### src/design/cmdPkg.sv
// Shared definitions for the command decoder; imported by wildcard in every module header
`default_nettype none

package cmdPkg;

  // -------------------------------------------------------------------------
  // Field widths
  // -------------------------------------------------------------------------
  localparam int opcodeWidth = 3;
  localparam int addrWidth = 6;
  localparam int dataWidth = 16;

  // Payload lengths in bits, per opcode
  localparam int wrPayloadLen = addrWidth + dataWidth;
  localparam int rdPayloadLen = addrWidth;
  localparam int runPayloadLen = 1;

  // Bit counter must hold the longest payload minus one
  localparam int cntWidth = $clog2(wrPayloadLen);

  // Status counter widths, sum plus two flags is the 16-bit word
  localparam int seuCntWidth = 6;
  localparam int fastErrCntWidth = 5;
  localparam int slowErrCntWidth = 3;

  // Triplicated words
  // Deserializer: sample bit, valid, 2-bit state, counter, opcode, payload
  localparam int deserTmrWidth = 4 + cntWidth + opcodeWidth + wrPayloadLen;
  // Dispatch: six strobes, run mode, address, write data
  localparam int dispTmrWidth = 7 + addrWidth + dataWidth;

  // -------------------------------------------------------------------------
  // Types
  // -------------------------------------------------------------------------
  typedef enum logic [opcodeWidth-1:0] {
    opReset   = 3'b000,
    opTrigger = 3'b001,
    opEcr     = 3'b010,
    opBcr     = 3'b011,
    opCal     = 3'b100,
    opRdReg   = 3'b101,
    opWrReg   = 3'b110,
    opRunMode = 3'b111
  } cmdOpcode_t;

  // One decoded command, payload right-aligned
  typedef struct packed {
    logic                    valid;
    cmdOpcode_t              opcode;
    logic [wrPayloadLen-1:0] payload;
  } cmdFrame_t;

  typedef struct packed {
    logic [seuCntWidth-1:0]     seuCnt;
    logic [fastErrCntWidth-1:0] fastErrCnt;
    logic [slowErrCntWidth-1:0] slowErrCnt;
    logic                       fastErr;
    logic                       slowErr;
  } statusFields_t;

  // Read-only status register, seen raw or by fields
  typedef union packed {
    logic [dataWidth-1:0] raw;
    statusFields_t        fields;
  } statusWord_t;

  // -------------------------------------------------------------------------
  // Payload length lookup and majority voting
  // -------------------------------------------------------------------------
  function automatic logic [cntWidth-1:0] payloadLen(input cmdOpcode_t op);
    case (op)
      opRdReg:   return cntWidth'(rdPayloadLen);
      opWrReg:   return cntWidth'(wrPayloadLen);
      opRunMode: return cntWidth'(runPayloadLen);
      default:   return '0;
    endcase
  endfunction

  // One voter and one mismatch check per triplicated word width
  function automatic logic [deserTmrWidth-1:0] vote3Deser(
    input logic [deserTmrWidth-1:0] a, b, c);
    return (a & b) | (a & c) | (b & c);
  endfunction

  function automatic logic differ3Deser(input logic [deserTmrWidth-1:0] a, b, c);
    return |((a ^ b) | (b ^ c));
  endfunction

  function automatic logic [dispTmrWidth-1:0] vote3Disp(
    input logic [dispTmrWidth-1:0] a, b, c);
    return (a & b) | (a & c) | (b & c);
  endfunction

  function automatic logic differ3Disp(input logic [dispTmrWidth-1:0] a, b, c);
    return |((a ^ b) | (b ^ c));
  endfunction

endpackage

`default_nettype wire

### src/design/cmdDeserializer.sv
// Input stage: samples DCI and turns the serial stream into one decoded frame per command
`timescale 1ns/1ps
`default_nettype none

module cmdDeserializer
  import cmdPkg::*;
(
  input  logic      CK,
  input  logic      RESET,
  input  logic      dci,
  output cmdFrame_t frame,
  output logic      seuFlag
);

  // -------------------------------------------------------------------------
  // Local types
  // -------------------------------------------------------------------------
  typedef enum logic [1:0] {
    stIdle    = 2'd0,
    stOpcode  = 2'd1,
    stPayload = 2'd2
  } deserState_t;

  // Everything that has to survive an upset, voted as one word
  typedef struct packed {
    logic                    dciQ;
    logic                    valid;
    deserState_t             state;
    logic [cntWidth-1:0]     bitCnt;
    cmdOpcode_t              opcode;
    logic [wrPayloadLen-1:0] payload;
  } deserWord_t;

  deserWord_t          copy1;
  deserWord_t          copy2;
  deserWord_t          copy3;
  deserWord_t          voted;
  deserWord_t          nextWord;
  cmdOpcode_t          newOpcode;
  logic [cntWidth-1:0] newLen;

  // -------------------------------------------------------------------------
  // Voting and upset detection
  // -------------------------------------------------------------------------
  assign voted = vote3Deser(copy1, copy2, copy3);

  // High in any cycle where one copy disagrees
  assign seuFlag = differ3Deser(copy1, copy2, copy3);

  // Opcode as it stands once the sampled bit is shifted in
  assign newOpcode = cmdOpcode_t'({voted.opcode[opcodeWidth-2:0], voted.dciQ});
  assign newLen = payloadLen(newOpcode);

  // -------------------------------------------------------------------------
  // Frame FSM
  // -------------------------------------------------------------------------
  // FSM works on the registered DCI bit
  // so a frame is complete one edge after its last bit is sampled
  always_comb begin
    nextWord = voted;
    nextWord.dciQ = dci;
    nextWord.valid = 1'b0;
    case (voted.state)
      stIdle: begin
        // Line idles low, first one is a start bit
        if (voted.dciQ) begin
          nextWord.state = stOpcode;
          nextWord.bitCnt = cntWidth'(opcodeWidth - 1);
        end
      end
      stOpcode: begin
        nextWord.opcode = newOpcode;
        if (voted.bitCnt == '0) begin
          if (newLen == '0) begin
            // Fast commands and ResetCmd end here
            nextWord.valid = 1'b1;
            nextWord.state = stIdle;
          end else begin
            nextWord.state = stPayload;
            nextWord.bitCnt = newLen - 1'b1;
          end
        end else begin
          nextWord.bitCnt = voted.bitCnt - 1'b1;
        end
      end
      stPayload: begin
        // MSB first, last bit lands in bit 0
        nextWord.payload = {voted.payload[wrPayloadLen-2:0], voted.dciQ};
        if (voted.bitCnt == '0) begin
          nextWord.valid = 1'b1;
          nextWord.state = stIdle;
        end else begin
          nextWord.bitCnt = voted.bitCnt - 1'b1;
        end
      end
      default: begin
        // Unused encoding, recover to idle
        nextWord.state = stIdle;
      end
    endcase
  end

  // -------------------------------------------------------------------------
  // Triplicated registers
  // -------------------------------------------------------------------------
  // Each copy reloads from the voted word
  always_ff @(posedge CK) begin
    if (RESET) begin
      copy1 <= '0;
      copy2 <= '0;
      copy3 <= '0;
    end else begin
      copy1 <= nextWord;
      copy2 <= nextWord;
      copy3 <= nextWord;
    end
  end

  // Frame fields only meaningful while valid is high
  assign frame = '{
    valid:   voted.valid,
    opcode:  voted.opcode,
    payload: voted.payload
  };

endmodule

`default_nettype wire

### src/design/cmdDispatch.sv
// Processing stage that gates decoded frames by run mode into strobes, registers and reject events
`timescale 1ns/1ps
`default_nettype none

module cmdDispatch
  import cmdPkg::*;
(
  input  logic                 CK,
  input  logic                 RESET,
  input  cmdFrame_t            frame,
  output logic                 trigger,
  output logic                 ecr,
  output logic                 bcr,
  output logic                 cal,
  output logic                 rdReg,
  output logic                 wrReg,
  output logic [addrWidth-1:0] addr,
  output logic [dataWidth-1:0] wrRegData,
  output logic                 runMode,
  output logic                 fastReject,
  output logic                 slowReject,
  output logic                 clearErrors,
  output logic                 seuFlag
);

  // Registered outputs kept in three copies
  typedef struct packed {
    logic                 trigger;
    logic                 ecr;
    logic                 bcr;
    logic                 cal;
    logic                 rdReg;
    logic                 wrReg;
    logic                 runMode;
    logic [addrWidth-1:0] addr;
    logic [dataWidth-1:0] wrRegData;
  } dispWord_t;

  dispWord_t copy1;
  dispWord_t copy2;
  dispWord_t copy3;
  dispWord_t voted;
  dispWord_t nextWord;
  logic      isFast;
  logic      isSlow;

  // -------------------------------------------------------------------------
  // Command classes and rejects
  // -------------------------------------------------------------------------
  assign isFast = frame.opcode inside {opTrigger, opEcr, opBcr, opCal};
  assign isSlow = frame.opcode inside {opRdReg, opWrReg, opReset};

  // Rejects go straight to the counters
  // so status moves at the same edge as the outputs
  assign fastReject = frame.valid && isFast && !voted.runMode;
  assign slowReject = frame.valid && isSlow && voted.runMode;
  assign clearErrors = frame.valid && (frame.opcode == opReset) && !voted.runMode;

  assign voted = vote3Disp(copy1, copy2, copy3);
  assign seuFlag = differ3Disp(copy1, copy2, copy3);

  // -------------------------------------------------------------------------
  // Next state of outputs and registers
  // -------------------------------------------------------------------------
  always_comb begin
    nextWord = voted;
    // Strobes last one cycle
    nextWord.trigger = 1'b0;
    nextWord.ecr = 1'b0;
    nextWord.bcr = 1'b0;
    nextWord.cal = 1'b0;
    nextWord.rdReg = 1'b0;
    nextWord.wrReg = 1'b0;
    if (frame.valid) begin
      case (frame.opcode)
        // Fast commands act in run mode only
        opTrigger: nextWord.trigger = voted.runMode;
        opEcr:     nextWord.ecr = voted.runMode;
        opBcr:     nextWord.bcr = voted.runMode;
        opCal:     nextWord.cal = voted.runMode;
        opRdReg: begin
          if (!voted.runMode) begin
            nextWord.rdReg = 1'b1;
            nextWord.addr = frame.payload[addrWidth-1:0];
          end
        end
        opWrReg: begin
          // Address sits above the data word
          if (!voted.runMode) begin
            nextWord.wrReg = 1'b1;
            nextWord.addr = frame.payload[wrPayloadLen-1 -: addrWidth];
            nextWord.wrRegData = frame.payload[dataWidth-1:0];
          end
        end
        opReset: begin
          if (!voted.runMode) begin
            nextWord.addr = '0;
            nextWord.wrRegData = '0;
          end
        end
        // Accepted in either mode
        opRunMode: nextWord.runMode = frame.payload[0];
      endcase
    end
  end

  always_ff @(posedge CK) begin
    if (RESET) begin
      copy1 <= '0;
      copy2 <= '0;
      copy3 <= '0;
    end else begin
      copy1 <= nextWord;
      copy2 <= nextWord;
      copy3 <= nextWord;
    end
  end

  // Voted copies drive the ports
  assign trigger = voted.trigger;
  assign ecr = voted.ecr;
  assign bcr = voted.bcr;
  assign cal = voted.cal;
  assign rdReg = voted.rdReg;
  assign wrReg = voted.wrReg;
  assign runMode = voted.runMode;
  assign addr = voted.addr;
  assign wrRegData = voted.wrRegData;

endmodule

`default_nettype wire

### src/design/errorMonitor.sv
// Output stage: counts upsets and rejected commands and presents them as the 16-bit status word
`timescale 1ns/1ps
`default_nettype none

module errorMonitor
  import cmdPkg::*;
(
  input  logic        CK,
  input  logic        RESET,
  input  logic        fastReject,
  input  logic        slowReject,
  input  logic        clearErrors,
  input  logic        deserSeu,
  input  logic        dispatchSeu,
  output statusWord_t status
);

  logic seuHit;
  logic seuFull;
  logic fastFull;
  logic slowFull;

  // -------------------------------------------------------------------------
  // Saturation detect
  // -------------------------------------------------------------------------
  // Either stage disagreeing counts once per cycle
  assign seuHit = deserSeu | dispatchSeu;

  assign seuFull = &status.fields.seuCnt;
  assign fastFull = &status.fields.fastErrCnt;
  assign slowFull = &status.fields.slowErrCnt;

  // -------------------------------------------------------------------------
  // Counters and sticky flags
  // -------------------------------------------------------------------------
  always_ff @(posedge CK) begin
    if (RESET) begin
      status.raw <= '0;
    end else if (clearErrors) begin
      // Accepted ResetCmd wins over any count in the same cycle
      status.raw <= '0;
    end else begin
      if (seuHit && !seuFull) begin
        status.fields.seuCnt <= status.fields.seuCnt + 1'b1;
      end
      // Fast command outside run mode
      if (fastReject) begin
        status.fields.fastErr <= 1'b1;
        if (!fastFull) begin
          status.fields.fastErrCnt <= status.fields.fastErrCnt + 1'b1;
        end
      end
      // Slow command inside run mode
      if (slowReject) begin
        status.fields.slowErr <= 1'b1;
        if (!slowFull) begin
          status.fields.slowErrCnt <= status.fields.slowErrCnt + 1'b1;
        end
      end
    end
  end

endmodule

`default_nettype wire

### src/design/cmdDecoderTop.sv
// Top level of the command decoder; connects deserializer, dispatch and error monitor
`timescale 1ns/1ps
`default_nettype none

module cmdDecoderTop
  import cmdPkg::*;
(
  input  logic                 CK,
  input  logic                 RESET,
  input  logic                 dci,
  output logic                 trigger,
  output logic                 ecr,
  output logic                 bcr,
  output logic                 cal,
  output logic                 rdReg,
  output logic                 wrReg,
  output logic                 runMode,
  output logic [addrWidth-1:0] addr,
  output logic [dataWidth-1:0] wrRegData,
  output statusWord_t          status
);

  // -------------------------------------------------------------------------
  // Inter-stage nets
  // -------------------------------------------------------------------------
  cmdFrame_t frame;
  logic      deserSeu;
  logic      dispatchSeu;
  logic      fastReject;
  logic      slowReject;
  logic      clearErrors;

  // Serial line to frames
  cmdDeserializer deser (
    .CK      (CK),
    .RESET   (RESET),
    .dci     (dci),
    .frame   (frame),
    .seuFlag (deserSeu)
  );

  // Frames to strobes and registers
  cmdDispatch dispatch (
    .CK          (CK),
    .RESET       (RESET),
    .frame       (frame),
    .trigger     (trigger),
    .ecr         (ecr),
    .bcr         (bcr),
    .cal         (cal),
    .rdReg       (rdReg),
    .wrReg       (wrReg),
    .addr        (addr),
    .wrRegData   (wrRegData),
    .runMode     (runMode),
    .fastReject  (fastReject),
    .slowReject  (slowReject),
    .clearErrors (clearErrors),
    .seuFlag     (dispatchSeu)
  );

  // Error and upset counting
  errorMonitor monitor (
    .CK          (CK),
    .RESET       (RESET),
    .fastReject  (fastReject),
    .slowReject  (slowReject),
    .clearErrors (clearErrors),
    .deserSeu    (deserSeu),
    .dispatchSeu (dispatchSeu),
    .status      (status)
  );

endmodule

`default_nettype wire

### config.mk
export PLATFORM = sky130hd
export DESIGN_NAME = cmdDecoderTop
export DESIGN_NICKNAME = d
export VERILOG_FILES = /design/src/design/cmdPkg.sv /design/src/design/cmdDeserializer.sv /design/src/design/cmdDispatch.sv /design/src/design/errorMonitor.sv /design/src/design/cmdDecoderTop.sv
export SDC_FILE = /design/constraint.sdc
export NUM_CORES = 1
export LEC_CHECK = 0
export BUFFER_PORTS_ARGS = -buffer_cell sky130_fd_sc_hd__buf_2
export CAP_MARGIN = 20
export CORE_MARGIN = 2
export CORE_UTILIZATION = 60
export DETAILED_ROUTE_END_ITERATION = 7
export GPL_TIMING_DRIVEN = 0
export PLACE_DENSITY = 0.84
export RECOVER_POWER = 25
export SLEW_MARGIN = 40
export SYNTH_ARGS = -nofsm -noshare
export SYNTH_HDL_FRONTEND = slang
export SYNTH_SLANG_ARGS = --single-unit
### constraint.sdc
create_clock -name CK -period 5.4 [get_ports CK]
set_clock_uncertainty 0.2 [all_clocks]
set_input_delay 0.54 -clock CK [delete_from_list [all_inputs] [get_ports CK]]
set_output_delay 0.54 -clock CK [all_outputs]
set_load 0.1 [all_outputs]
Yosys cells after proc, flatten, opt, wreduce, memory -nomap -nowiden
Cells that the tools add are included.

word-level totals
  register bits = 79
  bits of input ports = 3
  output and inout bits = 45
  logic and storage cells = 108

operators by class
  add/sub/neg operators = 5
  equal/unequal tests = 12
  muxes and demuxes = 22
  bitwise operators = 20
  reduce and logical (&&, ||, !) cells = 29

operator list
  kind                                                                number
  34-bit OR                                                           3
  29-bit OR                                                           3
  22-bit 2-to-1 mux                                                   3
  34-bit AND                                                          1
  34-bit OR reduction                                                 1
  34-bit bitwise XOR                                                  1
  16-bit one-hot mux with 2 select lines                              1
  5-bit one-hot mux with 3 select lines                               2
  29-bit AND                                                          1
  29-bit OR reduction                                                 1
  29-bit bitwise XOR                                                  1
  23-bit 2-to-1 mux                                                   1
  3-bit == test, second input constant                                7
  6-bit one-hot mux with 3 select lines                               1
  3-bit OR reduction                                                  6
  5-bit 2-to-1 mux                                                    3
  5-bit zero test                                                     2
  5-bit by 1-bit subtractor with 5-bit output, second input constant  2
  3-bit 2-to-1 mux                                                    3
  1-bit inverter                                                      9
  1-bit logical AND                                                   7
  7-bit 2-to-1 mux                                                    1
  6-bit by 1-bit adder with 6-bit output, second input constant       1
  3-bit by 2-bit == test with 1-bit output, second input constant     2
  21 further kinds                                                    25

Logic depth before layout (Yosys ltp)
Gate-level depths: netlist of the first run.

  word-level depth = 9
  gate-level depth with buffers = 9

Hierarchy
Synthesis of the first run repeated with hierarchy kept, for this count alone.

unflattened totals
  cells, all modules = 394
  area total of the unflattened synthesis = 3796.1 um^2

by module, submodules not included
  module           times used  cells an instance  area each (um^2)  seq. area each (um^2)
  cmdDeserializer  1           200                1805.5            680.7
  cmdDispatch      1           116                1255.0            580.6
  errorMonitor     1           78                 735.7             320.3

Worst setup path before layout of the first run
OpenSTA, ideal clock, no wires.

  kind = reg-to-reg
  start point = register monitor.status[5] in the netlist's numbering
  end point = register monitor.status[8] in the netlist's numbering
  arrival = 2203 ps
  data required time = 5054 ps
  path slack = 2852 ps
  cell stages (with the launch flop) = 8
  period minus slack after synthesis = 2548 ps
  cell sequence = dfxtp_1 -> ha_1 -> and3_1 -> ha_1 -> nor4_4 -> nand4_1 -> xor2_1 -> nor2_1

between the ends
  cells in the longest elaborated chain, start to end = 3

ends and longest elaborated chain
  what                                                                                            RTL line            text
  start: declaration                                                                              errorMonitor.sv:15  output statusWord_t status
  parallel branches: the longest is 3 deep, another holds 5-bit by 1-bit adder with 5-bit output  --

Several ways; the timed one is not identified.
A chain may end at the register's enable or synchronous reset.

Worst setup path after layout of the first run
  start point = register deser.copy1[23] in the netlist's numbering
  end point = register deser.copy1[27] in the netlist's numbering

between the ends
  cells in the longest elaborated chain, start to end = 9

ends and longest elaborated chain
  what                                                                            RTL line                                      text
  start: declaration                                                              cmdDeserializer.sv:34                         deserWord_t copy1;
  start signal: assignment                                                        cmdDeserializer.sv:113                        copy1 <= nextWord;
  34-bit AND *                                                                    cmdPkg.sv:82                                  return (a & b) | (a & c) | (b & c);
  34-bit OR                                                                       cmdPkg.sv:82
  34-bit OR *                                                                     cmdPkg.sv:82
  3-bit == test                                                                   cmdPkg.sv:71                                  case (op)
  5-bit one-hot mux with 3 select lines *                                         cmdPkg.sv:71
  5-bit by 1-bit subtractor with 5-bit output or 5-bit zero test (tied branches)  cmdDeserializer.sv:80, cmdDeserializer.sv:74
  5-bit 2-to-1 mux *                                                              cmdDeserializer.sv:74                         if (newLen == '0) begin
  5-bit 2-to-1 mux *                                                              cmdDeserializer.sv:73                         if (voted.bitCnt == '0) begin
  5-bit one-hot mux with 3 select lines *                                         cmdDeserializer.sv:63                         case (voted.state)

Every way passes the cells marked *; elsewhere a longest branch is shown, timed or not.

==> metrics.txt, run 1 <==
outcome completed; DRT antenna net count 0; routed via count 2480; IO Pins 48; die height 76.1 um; Tmin final 2460 ps; Post-layout nets 399; Seq/Total Area, Yosys 0.468; WL met3 267 um; cell accounting for the most synthesized area dfxtp_1; Slowest-stage cell, CP dfxtp_1; Max Buffers Root-to-Sink 2; Clock Latency Late Sink 340 ps; Max Transition Viols Final 0; First-pass DRT Iterations 4; Worst Hold Slack 225 ps; GRT Resource Usage Total 0.232; largest net degree at the start of global routing 14; Least-Margin Pin Slew 1170 ps; first-pass GRT wire length 10800 um; Setup-failing EPs final 0; initial core utilization 0.615; RSZ-0062 raised after global routing no; Worst EP required 5430 ps; Critical Path Start Type register; VDD IR max 0.249 mV; top cell type's share of synthesized area 0.468; PwrDens 286 nW/um^2; Distinct cells, synth 45; number of flops mapped to enable cells by yosys 0; routability cong. 0.862; DP Wirelength 4360 um; Final period util 0.455; Remaining DRCs 0; Core ar. 5070 um^2; antenna cells 0; Post-Layout Cell Count 459; Most used DFF post-synth dfxtp_1; Clock Sinks 73; row count 26; Most common cell on crit path buf_2; total negative slack 0 ps; syn avg cell area 9.55 um^2; Layout Utilization 0.713; Synth area leaders dfxtp_1 (47%), mux2i_1 (9.6%), nor2_1 (6.4%); critical path cell sequence buf_2, buf_2, o21ai_1, nand2b_1, ha_1, o21a_1, nor3b_1, o21ai_0, o311ai_0; DRT iter0 DRCs 169; Routed wire per std cell 13.5 um; synthesized flop and latch total 73; DP Cell Count 443; Max-Cap Viols 0; worst setup path class register to register; Port Buffers 41; vias in the first global route 2351; Die Area 5800 um^2; FILL cells 384; initial antenna violation count 0; mapped cell area 3120 um^2; metal2 WL 3020 um; clock-pin slew on the worst setup and hold paths 70 ps; area grow syn2layout 15.8%; Max FO, Critical Path 10; Setup Buffers After CTS 0; Worst EP arrival 2490 ps; Async SR Flop Fraction 0; post-CTS sizing 0; Worst Hold Class input port to register; CTS root buffer clkbuf_8; final hold viol count 0; Synth Warn # 0; highest routed layer met4; Post-synth top cells dfxtp_1 (73), nor2_1 (53), mux2i_1 (30); Worst slew margin 0.224; crit end category register; leak pwr 0.00144 uW; grt total ovfl 0; Die X 76.1 um; M1 WL 2790 um; final wirelength 6210 um; Via-to-Cell Ratio 5.40; count leader, synth dfxtp_1; CTS HTree Levels 3; CTS tree done; CP max stage delay 300 ps; maximum clock frequency 0.407 GHz; Syn Inst Count 327; Num CTS Buffers 9; share of layout cells above drive strength 1 0.152; CTS Hold Buffers Added 0
[final timing paths]
kind	startpoint	end	slack [ps]	cells after the start
worst max register to register	deser.copy1[23]	deser.copy1[27]	2940	9
worst min-delay path	dci	deser.copy1[33]	220	2
worst min register to register	dispatch.copy3[17]	dispatch.copy3[17]	260	2
worst max-delay path	deser.copy1[23]	deser.copy1[27]	2940	9
[placed cells by master (no fill, tap or decap), types with 2 or more instances in the layout]
| master | synthesis | routed |
|---|---|---|
| nor4b_1 | 3 | 3 |
| mux2i_1 | 30 | 30 |
| xnor2_1 | 3 | 3 |
| nor2b_1 | 5 | 5 |
| nor3_1 | 7 | 7 |
| conb_1 | 1 | 6 |
| nand3b_1 | 2 | 2 |
| clkinv_2 | 0 | 3 |
| inv_1 | 8 | 8 |
| nand2b_1 | 6 | 6 |
| nand4_1 | 3 | 3 |
| clkbuf_1 | 10 | 31 |
| nand3_1 | 8 | 8 |
| o21ai_0 | 6 | 6 |
| clkbuf_8 | 0 | 9 |
| a221oi_1 | 2 | 2 |
| a21oi_1 | 13 | 13 |
| a22o_1 | 22 | 22 |
| nand2_1 | 19 | 19 |
| dfxtp_1 | 73 | 73 |
| buf_2 | 6 | 29 |
| nor2_1 | 53 | 53 |
| buf_4 | 6 | 6 |
| o21a_1 | 2 | 2 |
| xor2_1 | 3 | 3 |
| nor3_2 | 2 | 2 |
| ha_1 | 12 | 12 |
[worst max-delay path, delay by kind of cell, from the launching register on]
family / cells / cell delay, ps
buf+inv: 2 / 430
compound gates: 4 / 710
fa+ha+maj: 1 / 250
flops: 1 / 300
simple gates: 2 / 470
[per-stage QoR]
stage	power (uW)	worst slack [ps]	area [um^2]
2_1_floorplan	620	2850	3140
3_3_place_gp	631	3080	3430
3_5_place_dp	633	3030	3440
4_1_cts	1040	2950	3640
5_1_grt	1070	2730	3620
6_report	1040	2940	3620
[power by group]
group          switching, uW  internal [uW]
clock                    201            213
combinational           52.8           23.6
sequential              3.77            541
[cell type report]
| type | instances | area (um^2) | area share |
|---|---|---|---|
| multi-input cells | 225 | 1530 | 0.422 |
| repair buffers | 41 | 183 | 0.0505 |
| clock buffers | 9 | 124 | 0.0343 |
| inverters | 8 | 30.0 | 0.00830 |
| flip-flops and latches | 73 | 1460 | 0.404 |
| clock inverters | 7 | 70.1 | 0.0194 |
| plain buffers | 26 | 135 | 0.0374 |
| well taps | 70 | 87.6 | 0.0242 |
[state kept, by name, indices dropped and copies added, names as in the netlist]
register,flops
deser.copy1,34
dispatch.copy3,29
monitor.status,10
[per-layer routing]
layer  up-vias  global-route usage
met5         -                   0
met4         0               0.113
met3        15              0.0438
met2        68               0.390
met1      1155               0.287
li1       1242                   -
[logic make-up (layout without fill, tap and decap cells)]
| group | Yosys count | after routing | synth area share |
|---|---|---|---|
| buffers and inverters | 34 | 91 | 0.0529 |
| adder cells (fa/ha/maj) | 12 | 12 | 0.0481 |
| AND/OR/NAND/NOR | 114 | 114 | 0.180 |
| other | 1 | 6 | 0.00120 |
| multiplexers | 30 | 30 | 0.0962 |
| flip-flops | 73 | 73 | 0.468 |
| AO/OA/AOI/OAI | 57 | 57 | 0.137 |
| XOR/XNOR | 6 | 6 | 0.0168 |
No activity file was read; power rests on OpenSTA's default activity.
==> run 2, diff against run 1 <==
- CORE_UTILIZATION: 60 -> 56
- PLACE_DENSITY: 0.84 -> 0.79
- clock period: 5.4 -> 2.49 ns (I/O delays scaled with it)
==> run 2 against run 1 <==
Effect of this change: clock power is 130% higher; sequential share of layout area is 0.31 points lower; global-route usage is 1.2 points lower; largest cell class unchanged; critical path depth stayed put; non-clock buffer count is 1 higher; count of clock-buffer cells in the layout is 2 higher; cell area is 0.93% higher; core utilization is 4.1 points lower; setup slack worse by 2700 ps; total power is 120% higher; first-iteration DRC count is 28% lower.
==> metrics.txt, run 2 (same netlist as run 1, synthesis figures left out) <==
PwrDens 631 nW/um^2; Worst EP arrival 2320 ps; DP Wirelength 4380 um; area of the multi-input gates 1540 um^2; Num CTS Buffers 9; Worst Hold Class input port to register; worst setup path class register to register; initial antenna violation count 0; Worst Hold Slack 74.0 ps; Setup-failing EPs final 0; Clock Latency Late Sink 350 ps; Total Power 2300 uW; Least-Margin Pin Slew 1180 ps; Setup Buffers After CTS 0; GRT Resource Usage Total 0.220; commonest non-fill, non-tap cell in the layout dfxtp_1; outcome completed; Core ar. 5440 um^2; DRT iter0 DRCs 121; total negative slack 0 ps; final hold viol count 0; Die X 78.7 um; CTS tree done; Routed wire per std cell 13.6 um; final wirelength 6300 um; Clk network pwr share 0.414; biggest regs deser.copy1 (34), dispatch.copy3 (29), monitor.status (10); die height 78.7 um; CTS HTree Levels 3; largest register by flop count deser.copy1; leak pwr 0.00143 uW; area grow syn2layout 16.9%; Post-layout nets 400; Max-Cap Viols 0; Max Buffers Root-to-Sink 2; Critical Path Start Type register; initial core utilization 0.574; register area 1460 um^2; Final period util 0.912; Worst slew margin 0.214; grt total ovfl 0; IO Pins 48; VDD IR max 0.519 mV; DRT antenna net count 0; FF-to-FF setup slack 220 ps; sw power 563 uW; CTS root buffer clkbuf_8; share of layout cells above drive strength 1 0.146; row count 27; Layout Utilization 0.671; maximum clock frequency 0.440 GHz; routability cong. 0.849; Via-to-Cell Ratio 5.47; combinational power share 0.074; FILL cells 461; clock-pin slew on the worst setup and hold paths 80 ps; Tmin final 2270 ps; RSZ-0062 raised after global routing no; Reg power frac 0.513; antenna cells 0; Port Buffers 41; First-pass DRT Iterations 5; Die Area 6190 um^2; max reg flops 34; largest net degree at the start of global routing 13; Internal 1740 uW; Max Transition Viols Final 0; most frequent cells in the layout dfxtp_1 (71), nor2_1 (52), clkbuf_1 (36); Max FO, Critical Path 10; Clock Sinks 73; Worst EP required 2540 ps; first-pass GRT wire length 10700 um; routed via count 2528; Remaining DRCs 0; crit end category register; vias in the first global route 2317; Switching Fraction 0.244
==> run 2: changes by cell type in the layout (fill, tap and decap cells not counted), sizes merged <==
cell,before,now
buf,36,31
clkbuf,40,47
clkinvlp,1,0
dlygate4sd3,0,1
inv,9,8
==> run 2: worst paths after layout <==
check / start / cells after the start / end
setup / recovery: deser.copy1[23] / 9 / deser.copy1[27]
hold / removal: RESET / 3 / deser.copy1[28]
setup reg to reg: deser.copy1[23] / 9 / deser.copy1[27]
hold reg to reg: dispatch.copy3[16] / 2 / dispatch.copy3[16]
==> run 2: per-layer routing <==
layer | track usage | vias to the layer above | routed length [um]
li1 | - | 1255 | -
met1 | 0.291 | 1191 | 2900
met2 | 0.350 | 70 | 2970
met3 | 0.0379 | 12 | 304
met4 | 0.102 | 0 | 122
met5 | 0 | - | 0
==> run 2: worst max-delay path, stage by stage, from the launching register on <==
cell      delay, ps
dfxtp_1         310
buf_2           160
buf_4           200
o21ai_1         120
nand2b_1        210
ha_1            250
o21a_1          190
nor3b_2         190
o21ai_0          90
o311ai_0        260
==> run 2: power by group through the flow <==
stage	sequential [uW]	clock (uW)	combinational [uW]
2_1_floorplan	1210	0	136
3_3_place_gp	1210	0	161
3_5_place_dp	1210	0	164
4_1_cts	1180	959	167
5_1_grt	1180	1010	184
6_report	1180	953	169
==> run 2: layout make-up <==
cell class | instances | share of cell area
multi-input cells | 225 | 0.422
flip-flops and latches | 73 | 0.401
repair buffers | 42 | 0.0504
clock buffers | 11 | 0.0415
plain buffers | 26 | 0.0377
well taps | 72 | 0.0247
clock inverters | 5 | 0.0147
inverters | 8 | 0.00823
==> run 2: stage by stage <==
stage | setup WS [ps] | instances | instance area [um^2]
finish | 218 | 462 | 3650
CTS | 69.3 | 462 | 3660
global route | 20.3 | 462 | 3650
detailed placement | 109 | 445 | 3450
floorplan | 34.0 | 332 | 3140
global placement | 171 | 445 | 3440
==> run 2: repair_timing <==
action | in CTS | in global routing
endpoints found under the setup margin | 0 | 5
hold buffers | 1 | 0
hold endpoints to repair | 1 | 0
resized for setup | 0 | 5
